**config.mk**
```make
export PLATFORM = sky130hd
export DESIGN_NAME = fifo_demo_top
export DESIGN_NICKNAME = d
export VERILOG_FILES = /design/src/common/fifo_demo_pkg.sv /design/src/rtl/key_filter.sv /design/src/rtl/demo_ctrl.sv /design/src/fifo/sync_fifo.sv /design/src/fifo/fifo_writer.sv /design/src/fifo/fifo_reader.sv /design/src/led/led_pager.sv /design/src/rtl/fifo_demo_top.sv
export SDC_FILE = /design/constraint.sdc
export NUM_CORES = 1
export LEC_CHECK = 0
export ABC_AREA = 1
export BUFFER_PORTS_ARGS = -buffer_cell sky130_fd_sc_hd__buf_4
export CORE_UTILIZATION = 30
export CTS_BUF_LIST = sky130_fd_sc_hd__clkbuf_4
export DETAILED_ROUTE_END_ITERATION = 10
export SLEW_MARGIN = 5
export SYNTH_ARGS = -nofsm -noshare
export SYNTH_HDL_FRONTEND = slang
export SYNTH_SLANG_ARGS = --single-unit
```
**constraint.sdc**
```tcl
create_clock -name sys_clk -period 8.1 [get_ports sys_clk]
set_clock_uncertainty 0.1 [all_clocks]
set_input_delay 1.215 -clock sys_clk [delete_from_list [all_inputs] [get_ports sys_clk]]
set_output_delay 1.215 -clock sys_clk [all_outputs]
set_load 0.01 [all_outputs]
```
**src/common/fifo_demo_pkg.sv**
```systemverilog
`default_nettype none

package fifo_demo_pkg;

    // frame geometry
    localparam int FRAME_LEN  = 12;
    localparam int PAGE_COUNT = 3;

    // byte index counter, also the low nibble of every pattern byte
    localparam int IDX_W = 4;
    localparam logic [IDX_W-1:0] IDX_END = IDX_W'(FRAME_LEN);

    // page select
    localparam int PAGE_W = 2;
    localparam logic [PAGE_W-1:0] PAGE_LAST = PAGE_W'(PAGE_COUNT - 1);

    // fifo sizing, depth must hold one whole frame
    localparam int FIFO_DEPTH = 16;
    localparam int FIFO_AW    = 4;
    localparam int FIFO_CW    = FIFO_AW + 1;
    localparam logic [FIFO_CW-1:0] FIFO_FULL_CNT = FIFO_CW'(FIFO_DEPTH);

    // key debounce, short for simulation; raise for the board
    localparam int DEBOUNCE_CYCLES = 16;
    localparam int DEBOUNCE_W      = 4;
    localparam logic [DEBOUNCE_W-1:0] DEBOUNCE_LAST = DEBOUNCE_W'(DEBOUNCE_CYCLES - 1);

    // idle gap after a read
    localparam int SETTLE_CYCLES = 2;
    localparam int SETTLE_W      = 1;
    localparam logic [SETTLE_W-1:0] SETTLE_LAST = SETTLE_W'(SETTLE_CYCLES - 1);

    // one frame seen as bytes (reader side) or as led pages (display side)
    typedef union packed {
        logic [0:FRAME_LEN-1][7:0]   bytes;
        logic [0:PAGE_COUNT-1][31:0] words;
    } frame_u;

    typedef enum logic [1:0] {
        IDLE,
        WRITE,
        READ,
        SETTLE
    } ctrl_state_e;

endpackage

`default_nettype wire

```
**src/rtl/key_filter.sv**
```systemverilog
`timescale 1ns/1ns
`default_nettype none

module key_filter (
    input  wire  sys_clk,
    input  wire  rst,
    input  logic key_n,
    output logic press
);

    logic sync_meta;
    logic sync_key;
    logic stable;
    logic [fifo_demo_pkg::DEBOUNCE_W-1:0] timer;

    // two-flop synchronizer, keys idle high
    always_ff @(posedge sys_clk or posedge rst) begin
        if (rst) begin
            sync_meta <= 1'b1;
            sync_key  <= 1'b1;
        end else begin
            sync_meta <= key_n;
            sync_key  <= sync_meta;
        end
    end

    // accept a new level only after it has held for the full window
    always_ff @(posedge sys_clk or posedge rst) begin
        if (rst) begin
            stable <= 1'b1;
            timer  <= '0;
            press  <= 1'b0;
        end else begin
            press <= 1'b0;
            if (sync_key == stable) begin
                // glitch ended or no change, restart the window
                timer <= '0;
            end else if (timer == fifo_demo_pkg::DEBOUNCE_LAST) begin
                stable <= sync_key;
                timer  <= '0;
                // only the falling edge of the accepted level counts as a press
                press  <= ~sync_key;
            end else begin
                timer <= timer + 1'b1;
            end
        end
    end

endmodule

`default_nettype wire

```
**src/rtl/demo_ctrl.sv**
```systemverilog
`timescale 1ns/1ns
`default_nettype none

module demo_ctrl (
    input  wire  sys_clk,
    input  wire  rst,
    input  logic load_press,
    input  logic fifo_full,
    input  logic write_done,
    input  logic read_done,
    output logic write_start,
    output logic read_start
);

    fifo_demo_pkg::ctrl_state_e state;
    logic [fifo_demo_pkg::SETTLE_W-1:0] settle_cnt;

    always_ff @(posedge sys_clk or posedge rst) begin
        if (rst) begin
            state       <= fifo_demo_pkg::IDLE;
            settle_cnt  <= '0;
            write_start <= 1'b0;
            read_start  <= 1'b0;
        end else begin
            write_start <= 1'b0;
            read_start  <= 1'b0;
            case (state)
                fifo_demo_pkg::IDLE: begin
                    // loads are only taken here, presses elsewhere are dropped
                    if (load_press && !fifo_full) begin
                        write_start <= 1'b1;
                        state       <= fifo_demo_pkg::WRITE;
                    end
                end
                fifo_demo_pkg::WRITE: begin
                    if (write_done) begin
                        read_start <= 1'b1;
                        state      <= fifo_demo_pkg::READ;
                    end
                end
                fifo_demo_pkg::READ: begin
                    if (read_done) begin
                        settle_cnt <= '0;
                        state      <= fifo_demo_pkg::SETTLE;
                    end
                end
                fifo_demo_pkg::SETTLE: begin
                    if (settle_cnt == fifo_demo_pkg::SETTLE_LAST) begin
                        state <= fifo_demo_pkg::IDLE;
                    end else begin
                        settle_cnt <= settle_cnt + 1'b1;
                    end
                end
                default: state <= fifo_demo_pkg::IDLE;
            endcase
        end
    end

endmodule

`default_nettype wire

```
**src/fifo/sync_fifo.sv**
```systemverilog
`timescale 1ns/1ns
`default_nettype none

module sync_fifo (
    input  wire        sys_clk,
    input  wire        rst,
    input  logic       wr_en,
    input  logic [7:0] din,
    input  logic       rd_en,
    output logic [7:0] dout,
    output logic       full,
    output logic       empty
);

    logic [7:0] mem [fifo_demo_pkg::FIFO_DEPTH];
    logic [fifo_demo_pkg::FIFO_AW-1:0] wr_ptr;
    logic [fifo_demo_pkg::FIFO_AW-1:0] rd_ptr;
    logic [fifo_demo_pkg::FIFO_CW-1:0] count;
    logic do_wr;
    logic do_rd;

    assign full  = (count == fifo_demo_pkg::FIFO_FULL_CNT);
    assign empty = (count == '0);

    // overflow writes and underflow reads are dropped
    assign do_wr = wr_en && !full;
    assign do_rd = rd_en && !empty;

    always_ff @(posedge sys_clk or posedge rst) begin
        if (rst) begin
            wr_ptr <= '0;
            rd_ptr <= '0;
            count  <= '0;
        end else begin
            if (do_wr) begin
                wr_ptr <= wr_ptr + 1'b1;
            end
            if (do_rd) begin
                rd_ptr <= rd_ptr + 1'b1;
            end
            case ({do_wr, do_rd})
                2'b10:   count <= count + 1'b1;
                2'b01:   count <= count - 1'b1;
                default: count <= count;
            endcase
        end
    end

    // storage and read port, dout follows rd_en by one cycle
    always_ff @(posedge sys_clk) begin
        if (do_wr) begin
            mem[wr_ptr] <= din;
        end
        if (do_rd) begin
            dout <= mem[rd_ptr];
        end
    end

endmodule

`default_nettype wire

```
**src/fifo/fifo_writer.sv**
```systemverilog
`timescale 1ns/1ns
`default_nettype none

module fifo_writer (
    input  wire        sys_clk,
    input  wire        rst,
    input  logic       write_start,
    output logic       wr_en,
    output logic [7:0] wr_data,
    output logic       write_done
);

    // index of the next byte to put out
    logic [fifo_demo_pkg::IDX_W-1:0] idx;
    // survives across frames, wraps at 16
    logic [3:0] frame_num;
    logic last_sent;

    assign last_sent = wr_en && (idx == fifo_demo_pkg::IDX_END);

    always_ff @(posedge sys_clk or posedge rst) begin
        if (rst) begin
            wr_en      <= 1'b0;
            write_done <= 1'b0;
            idx        <= '0;
            frame_num  <= '0;
        end else begin
            write_done <= 1'b0;
            if (write_start) begin
                wr_en <= 1'b1;
                idx   <= 1'b1;
            end else if (last_sent) begin
                wr_en      <= 1'b0;
                write_done <= 1'b1;
                frame_num  <= frame_num + 1'b1;
            end else if (wr_en) begin
                idx <= idx + 1'b1;
            end
        end
    end

    // pattern byte: frame number high, byte index low
    always_ff @(posedge sys_clk) begin
        if (write_start) begin
            wr_data <= {frame_num, 4'h0};
        end else if (wr_en && !last_sent) begin
            wr_data <= {frame_num, idx};
        end
    end

endmodule

`default_nettype wire

```
**src/fifo/fifo_reader.sv**
```systemverilog
`timescale 1ns/1ns
`default_nettype none

module fifo_reader (
    input  wire                   sys_clk,
    input  wire                   rst,
    input  logic                  read_start,
    output logic                  rd_en,
    input  logic [7:0]            rd_data,
    output fifo_demo_pkg::frame_u frame,
    output logic                  read_done
);

    logic [fifo_demo_pkg::IDX_W-1:0] idx;
    logic last_issue;
    // rd_data is valid the cycle after rd_en
    logic data_valid;
    logic data_last;
    logic frame_ready;
    fifo_demo_pkg::frame_u work;

    assign last_issue = rd_en && (idx == fifo_demo_pkg::IDX_END);

    always_ff @(posedge sys_clk or posedge rst) begin
        if (rst) begin
            rd_en       <= 1'b0;
            idx         <= '0;
            data_valid  <= 1'b0;
            data_last   <= 1'b0;
            frame_ready <= 1'b0;
            read_done   <= 1'b0;
            frame       <= '0;
        end else begin
            if (read_start) begin
                rd_en <= 1'b1;
                idx   <= 1'b1;
            end else if (last_issue) begin
                rd_en <= 1'b0;
            end else if (rd_en) begin
                idx <= idx + 1'b1;
            end
            data_valid  <= rd_en;
            data_last   <= last_issue;
            frame_ready <= data_last;
            read_done   <= frame_ready;
            // publish only whole frames
            if (frame_ready) begin
                frame <= work;
            end
        end
    end

    // first byte ends up in the most significant slot
    always_ff @(posedge sys_clk) begin
        if (data_valid) begin
            work.bytes <= {work.bytes[1:fifo_demo_pkg::FRAME_LEN-1], rd_data};
        end
    end

endmodule

`default_nettype wire

```
**src/led/led_pager.sv**
```systemverilog
`timescale 1ns/1ns
`default_nettype none

module led_pager (
    input  wire                   sys_clk,
    input  wire                   rst,
    input  logic                  page_press,
    input  fifo_demo_pkg::frame_u frame,
    output logic [31:0]           led,
    output logic [3:0]            lec
);

    logic [fifo_demo_pkg::PAGE_W-1:0] page;

    // page wraps after the last page of the frame
    always_ff @(posedge sys_clk or posedge rst) begin
        if (rst) begin
            page <= '0;
        end else if (page_press) begin
            if (page == fifo_demo_pkg::PAGE_LAST) begin
                page <= '0;
            end else begin
                page <= page + 1'b1;
            end
        end
    end

    // registered display outputs
    always_ff @(posedge sys_clk or posedge rst) begin
        if (rst) begin
            led <= '0;
            lec <= 4'b0001;
        end else begin
            led <= frame.words[page];
            // one lamp per page, bit 3 never lit
            lec <= 4'b0001 << page;
        end
    end

endmodule

`default_nettype wire

```
**src/rtl/fifo_demo_top.sv**
```systemverilog
`timescale 1ns/1ns
`default_nettype none

module fifo_demo_top (
    input  wire         sys_clk,
    input  wire         rst,
    input  logic        key_load_n,
    input  logic        key_page_n,
    output logic [31:0] led,
    output logic [3:0]  lec
);

    logic load_press;
    logic page_press;
    logic write_start;
    logic read_start;
    logic write_done;
    logic read_done;
    logic wr_en;
    logic rd_en;
    logic [7:0] wr_data;
    logic [7:0] rd_data;
    logic fifo_full;
    fifo_demo_pkg::frame_u frame;

    key_filter u_key_load (
        .sys_clk (sys_clk),
        .rst     (rst),
        .key_n   (key_load_n),
        .press   (load_press)
    );

    key_filter u_key_page (
        .sys_clk (sys_clk),
        .rst     (rst),
        .key_n   (key_page_n),
        .press   (page_press)
    );

    demo_ctrl u_demo_ctrl (
        .sys_clk     (sys_clk),
        .rst         (rst),
        .load_press  (load_press),
        .fifo_full   (fifo_full),
        .write_done  (write_done),
        .read_done   (read_done),
        .write_start (write_start),
        .read_start  (read_start)
    );

    fifo_writer u_fifo_writer (
        .sys_clk     (sys_clk),
        .rst         (rst),
        .write_start (write_start),
        .wr_en       (wr_en),
        .wr_data     (wr_data),
        .write_done  (write_done)
    );

    sync_fifo u_sync_fifo (
        .sys_clk (sys_clk),
        .rst     (rst),
        .wr_en   (wr_en),
        .din     (wr_data),
        .rd_en   (rd_en),
        .dout    (rd_data),
        .full    (fifo_full),
        .empty   ()
    );

    fifo_reader u_fifo_reader (
        .sys_clk    (sys_clk),
        .rst        (rst),
        .read_start (read_start),
        .rd_en      (rd_en),
        .rd_data    (rd_data),
        .frame      (frame),
        .read_done  (read_done)
    );

    led_pager u_led_pager (
        .sys_clk    (sys_clk),
        .rst        (rst),
        .page_press (page_press),
        .frame      (frame),
        .led        (led),
        .lec        (lec)
    );

endmodule

`default_nettype wire

```
; ---- Yosys cells after proc, flatten, opt, wreduce, memory -nomap -nowiden
; Memory sizes are Yosys's and may differ from the RTL's. A register that Yosys moved wholly into a read port is not among the register bits.
; Cells that the tools add are included.
[op_classes]
addsub = 11
order_cmp = 1
eq_ne = 19
n_shift = 1
n_mux = 41
bitwise = 6
reduce_logical = 25
[ops]
columns = cell, n
row1 = $bmux 32 s2, 1
row2 = $mux 32, 2
row3 = $mux 4, 10
row4 = $add 4x1->4 const B, 7
row5 = $mux 1, 18
row6 = $eq 4x4->1 const B, 4
row7 = $mux 8, 2
row8 = $reduce_bool 2->1, 7
row9 = $reduce_and 2->1, 6
row10 = $mux 2, 5
row11 = $pmux 5 s2, 1
row12 = $eq 2x2->1 const B, 4
row13 = $ne 2x1->1 const B, 4
row14 = $pmux 2 s4, 1
row15 = $logic_and 1x1->1, 6
row16 = $add 5x1->5 const B, 1
row17 = $eq 5x5->1 const B, 1
row18 = $logic_not 5->1, 1
row19 = $not 1->1, 5
row20 = $sub 5x1->5 const B, 1
row21 = $eq 2x1->1 const B, 2
row22 = $ne 2x2->1 const B, 2
row23 = $reduce_and 4->1, 1
row24 = $shl 1x2->4 const A, 1
row25 = 8 further kinds, 11
[totals]
register_bits = 291
mem_bits_rw = 128
in_bits = 4
output_inout_bits = 36
elab_cells = 139
mem_count = 1
[mem_list]
columns = name, depth, word_bits, rd, rd_ports_with_merged_regs, write_ports, line_no
row1 = u_sync_fifo.mem, 16, 8, 1, 1, 1, sync_fifo.sv:15  ; logic [7:0] mem [fifo_demo_pkg::FIFO_DEPTH];

; ---- Depth between registers and ports, before layout
[depth]
ltp_word = 6
depth_mapped = 16
ltp_nobuf = 16

; ---- Hierarchy
; Synthesis repeated with hierarchy kept, for this count alone.
[hier_totals]
hier_cells = 1358
area_unflattened_um2 = 17095.1
[modules_own_cells]
columns = module, n_inst, cells_each, area_per_inst_um2, seq_area_each_um2
row1 = fifo_reader, 1, 337, 7016.7, 5510.3
row2 = sync_fifo, 1, 633, 6487.5, 4409.2
row3 = led_pager, 1, 196, 1746.7, 952.2
row4 = fifo_writer, 1, 90, 845.8, 450.4
row5 = key_filter, 2, 31, 332.8, 203.9
row6 = demo_ctrl, 1, 40, 332.8, 125.1

; ---- Worst setup path before layout
; Ideal clock, no wire load.
[synth_path]
path_type = register to register
from = register u_fifo_reader.data_valid
to = register u_fifo_reader.work[0] (netlist name) (enable)
setup_ns = 0.454
arrival_ns = 2.236
t_required_ns = 7.546
path_slack_ns = 5.310
stages_incl_launch_ff = 1
path_buffers = 0
synth_period_minus_slack_ns = 2.790
cell_sequence = dfrtp_1
[synth_rtl]
columns = item, line_no
row1 = "start, declared", fifo_reader.sv:17  ; logic data_valid;
row2 = "start signal, assigned", fifo_reader.sv:42  ; data_valid <= rd_en;
row3 = "end, declared", fifo_reader.sv:20  ; fifo_demo_pkg::frame_u work;
; No word-level cell between the ends.

; ---- Worst setup path after layout
[layout_path]
from = register u_led_pager.lec[0]
to = output lec[0]
[layout_rtl]
columns = item, line_no
row1 = "start, declared", led_pager.sv:10  ; output logic [3:0] lec
row2 = "start signal, assigned", led_pager.sv:36  ; lec <= 4'b0001 << page;
row3 = "end, declared", fifo_demo_top.sv:10  ; output logic [3:0] lec
; No word-level cell between the ends.

==> flow_summary.yaml <==
yosys:
  synth_area_leaders: "edfxtp_1 (44%), dfrtp_1 (28%), nand2_1 (5.9%), o21ai_0 (3.2%), inv_1 (2.9%)"
  syn-num-nets: 1294
  yosys_warnings: 0
  ys.flop_type: "edfxtp_1"
  synth.distinct_cells: 32
  yosysSeqAreaShare_pct: 73.7
  syn-instance-count: 1271
  synth_top_area_share_pct: 44.1
  synth_area_um2: 16100
  ys_ff_latch: 427
  synth_edf_count: 236
  yosysTopAreaCell: "edfxtp_1"
  async_flop_share_pct: 43.8
  avgSynthCellArea_um2: 12.7
power_and_ir_drop:
  p_comb_share_pct: 1.7
  p_int_mw: 3.30
  p_switching_uw: 910
  power_density_nw_per_um2: 227
  swShare_pct: 21.6
  cellLeakagePower_nw: 7.60
  seqPwrFrac_pct: 54.6
  p_clk_share_pct: 43.7
  ir_worst_vdd_v: 0.0000831
timing:
  finalSetupTns_ns: 0
  setup_viol_count_final: 0
  max_slew_margin_pct: 31.1
  drv_slew: 0
  layout_min_cycle_time_ns: 2.69
  tightest_slew_ns: 1.03
  hold_viol: 0
  rsz0062_at_grt: "false"
  fin_crit_sh_pct: 33.2
  max_freq_ghz: 0.372
setup_path:
  required_ns: 6.78
  cpPeakStageDelay_ns: 0.51
  critPathKind: "flip-flop to output pin"
  crit_path_start_kind: "flip-flop"
  crit_path_top_delay_cell: "dfstp_2"
  path_cells: "buf_4"
  critPathTopFamily: "flip-flops"
  endpoint_kind: "output pin"
  crit_arrival_ns: 1.37
  crit_fanout: 1
  path_buf_inv: 1
worst_hold_path:
  min_path_type: "flip-flop to flip-flop"
place:
  placed_cells: 1958
  io_buffers: 39
  gp_congestion: 0.762
  dp.final_hpwl_um: 17600
global_route:
  antenna_found_initial: 1
  grt_overflow: 0
  grt_pass1_wl_um: 50600
  first_global_vias: 9898
  grt_max_degree: 124
  track_usage_pct: 11.6
clock_tree:
  post_cts_buffers: 0
  insertion_delay_ns: 0.77
  hold_buffers: 0
  path_clk_slew_ns: 0.06
  cts-root-buf: "clkbuf_4"
  clockBufferDepth: 3
  cts_resized: 0
  clock-sinks: 427
  tritoncts: "done"
  cts_max_level: 3
  cts-buffers-inserted: 108
routing:
  wirelength_um: 30600
  first_pass_iters: 8
  ant_nets: 0
  route.detailed.drc: 19
  vias: 9606
  post_drt_wl_per_cell_um: 14.1
  avgViaCountPerCell: 4.44
  drt_iter0_drc: 651
final_layout:
  drive_gt1_share_pct: 19.2
  final_cells: 2163
  syn_to_final_growth_pct: 15.2
  fill_cells: 5153
  final_nets: 1403
floorplan:
  core_area_um2: 52800
  dieArea_um2: 54500
  io_pins: 40
  die_y_um: 234
  initial_core_util_pct: 30.5
  die_x_um: 234
  placementRows: 84
job:
  cap_violations: 0
run_status:
  violations: "design-rule violations"
  outcome: "finished with violations"
==> final timing paths <==
check / from / end / slack (ns) / depth (start not counted)
hold reg to reg: u_key_load.sync_meta / u_key_load.sync_key / 0.25 / 0
setup reg to reg: u_sync_fifo.rd_ptr[0] / u_sync_fifo.dout[1] / 5.41 / 6
max in group asynchronous: rst / u_fifo_reader.data_valid / 5.85 / 3
min in group asynchronous: rst / u_fifo_reader.frame[60] / 0.51 / 2
setup / recovery: u_led_pager.lec[0] / lec[0] / 5.41 / 1
hold / removal: u_key_load.sync_meta / u_key_load.sync_key / 0.25 / 0
==> flip-flops by register name (all words and copies together) (netlist names), 5 cells and up <==
name,cells
u_fifo_reader.frame,96
u_fifo_reader.work,96
u_fifo_writer.wr_data,8
u_led_pager.led,32
u_sync_fifo.count,5
u_sync_fifo.dout,8
u_sync_fifo.mem,128
==> placed cells by master, fill, tap and decap left out, types with 13 or more instances in the layout <==
cell / instances
nand2_1: 254
edfxtp_1: 236
dfrtp_1: 177
clkbuf_4: 170
inv_1: 123
o21ai_0: 102
nor2_1: 87
buf_4: 46
a21oi_1: 44
nand3_1: 32
mux2_2: 32
o221ai_1: 32
clkinv_1: 24
ha_1: 19
o211ai_1: 15
o21ai_1: 13
==> synth_stat cells (7+ instances only) <==
master / count
ha_1: 19
edfxtp_1: 236
clkbuf_1: 12
xor2_1: 12
buf_2: 31
dfrtp_1: 180
inv_1: 124
dfstp_2: 7
o221ai_1: 32
mux2_2: 32
nor2_1: 88
nand3_1: 32
nand2_1: 254
o21ai_1: 13
o21ai_0: 102
o211ai_1: 15
a21oi_1: 44
==> per-stage QoR <==
| step | cell area (um2) | setup slack [ns] | utilization [%] | hold WS (ns) | power (mW) |
|---|---|---|---|---|---|
| after global routing | 18500 | 5.19 | 35.1 | 0.250 | 4.41 |
| after floorplan | 16100 | 1.71 | - | 0.231 | 2.40 |
| final | 18500 | 5.41 | 35.1 | 0.252 | 4.21 |
| after global placement | 17100 | 4.96 | 32.4 | 0.231 | 2.41 |
| after detailed placement | 17100 | 4.94 | 32.4 | 0.253 | 2.42 |
| after CTS | 18500 | 5.31 | 35.1 | 0.249 | 4.28 |
==> layer usage <==
metal  routed length [um]  up-vias  global-route usage (%)
li1                     -     4630                       -
met2                14400      202                    18.5
met4                  527        0                    4.20
met1                14100     4715                    15.2
met5                    0        -                       0
met3                 1500       59                    3.10
==> power groups by stage <==
stage / sequential, mW / clock [mW] / combinational, mW
detailed placement: 2.34 / 0 / 0.0737
CTS: 2.30 / 1.91 / 0.0740
global route: 2.30 / 2.02 / 0.0874
floorplan: 2.34 / 0 / 0.0571
global placement: 2.34 / 0 / 0.0708
finish: 2.30 / 1.84 / 0.0710
==> logic make-up (layout without fill, tap and decap cells) <==
| family | count (synthesis) | in the layout | synth area share [%] |
|---|---|---|---|
| multiplexers | 32 | 32 | 2.24 |
| AND/OR/NAND/NOR | 390 | 390 | 9.67 |
| XOR/XNOR | 17 | 17 | 0.926 |
| AO/OA/AOI/OAI | 208 | 208 | 7.48 |
| adder cells (fa/ha/maj) | 19 | 19 | 1.48 |
| buffers and inverters | 178 | 381 | 4.51 |
| other | 0 | 1 | 0 |
| flip-flops | 427 | 427 | 73.7 |
==> cell type report <==
type                       instances  area, um2  area share (%)
clock buffer                     170       1280            6.89
antenna                            1       2.50          0.0135
sequential                       427      11900            64.0
multi-input combinational        666       3510            18.9
tap                              688        861            4.65
timing repair buffer              46        345            1.86
clock inverter                    34        174           0.939
inverter                         131        499            2.69
Note: power is estimated with default switching activity, not from simulation.
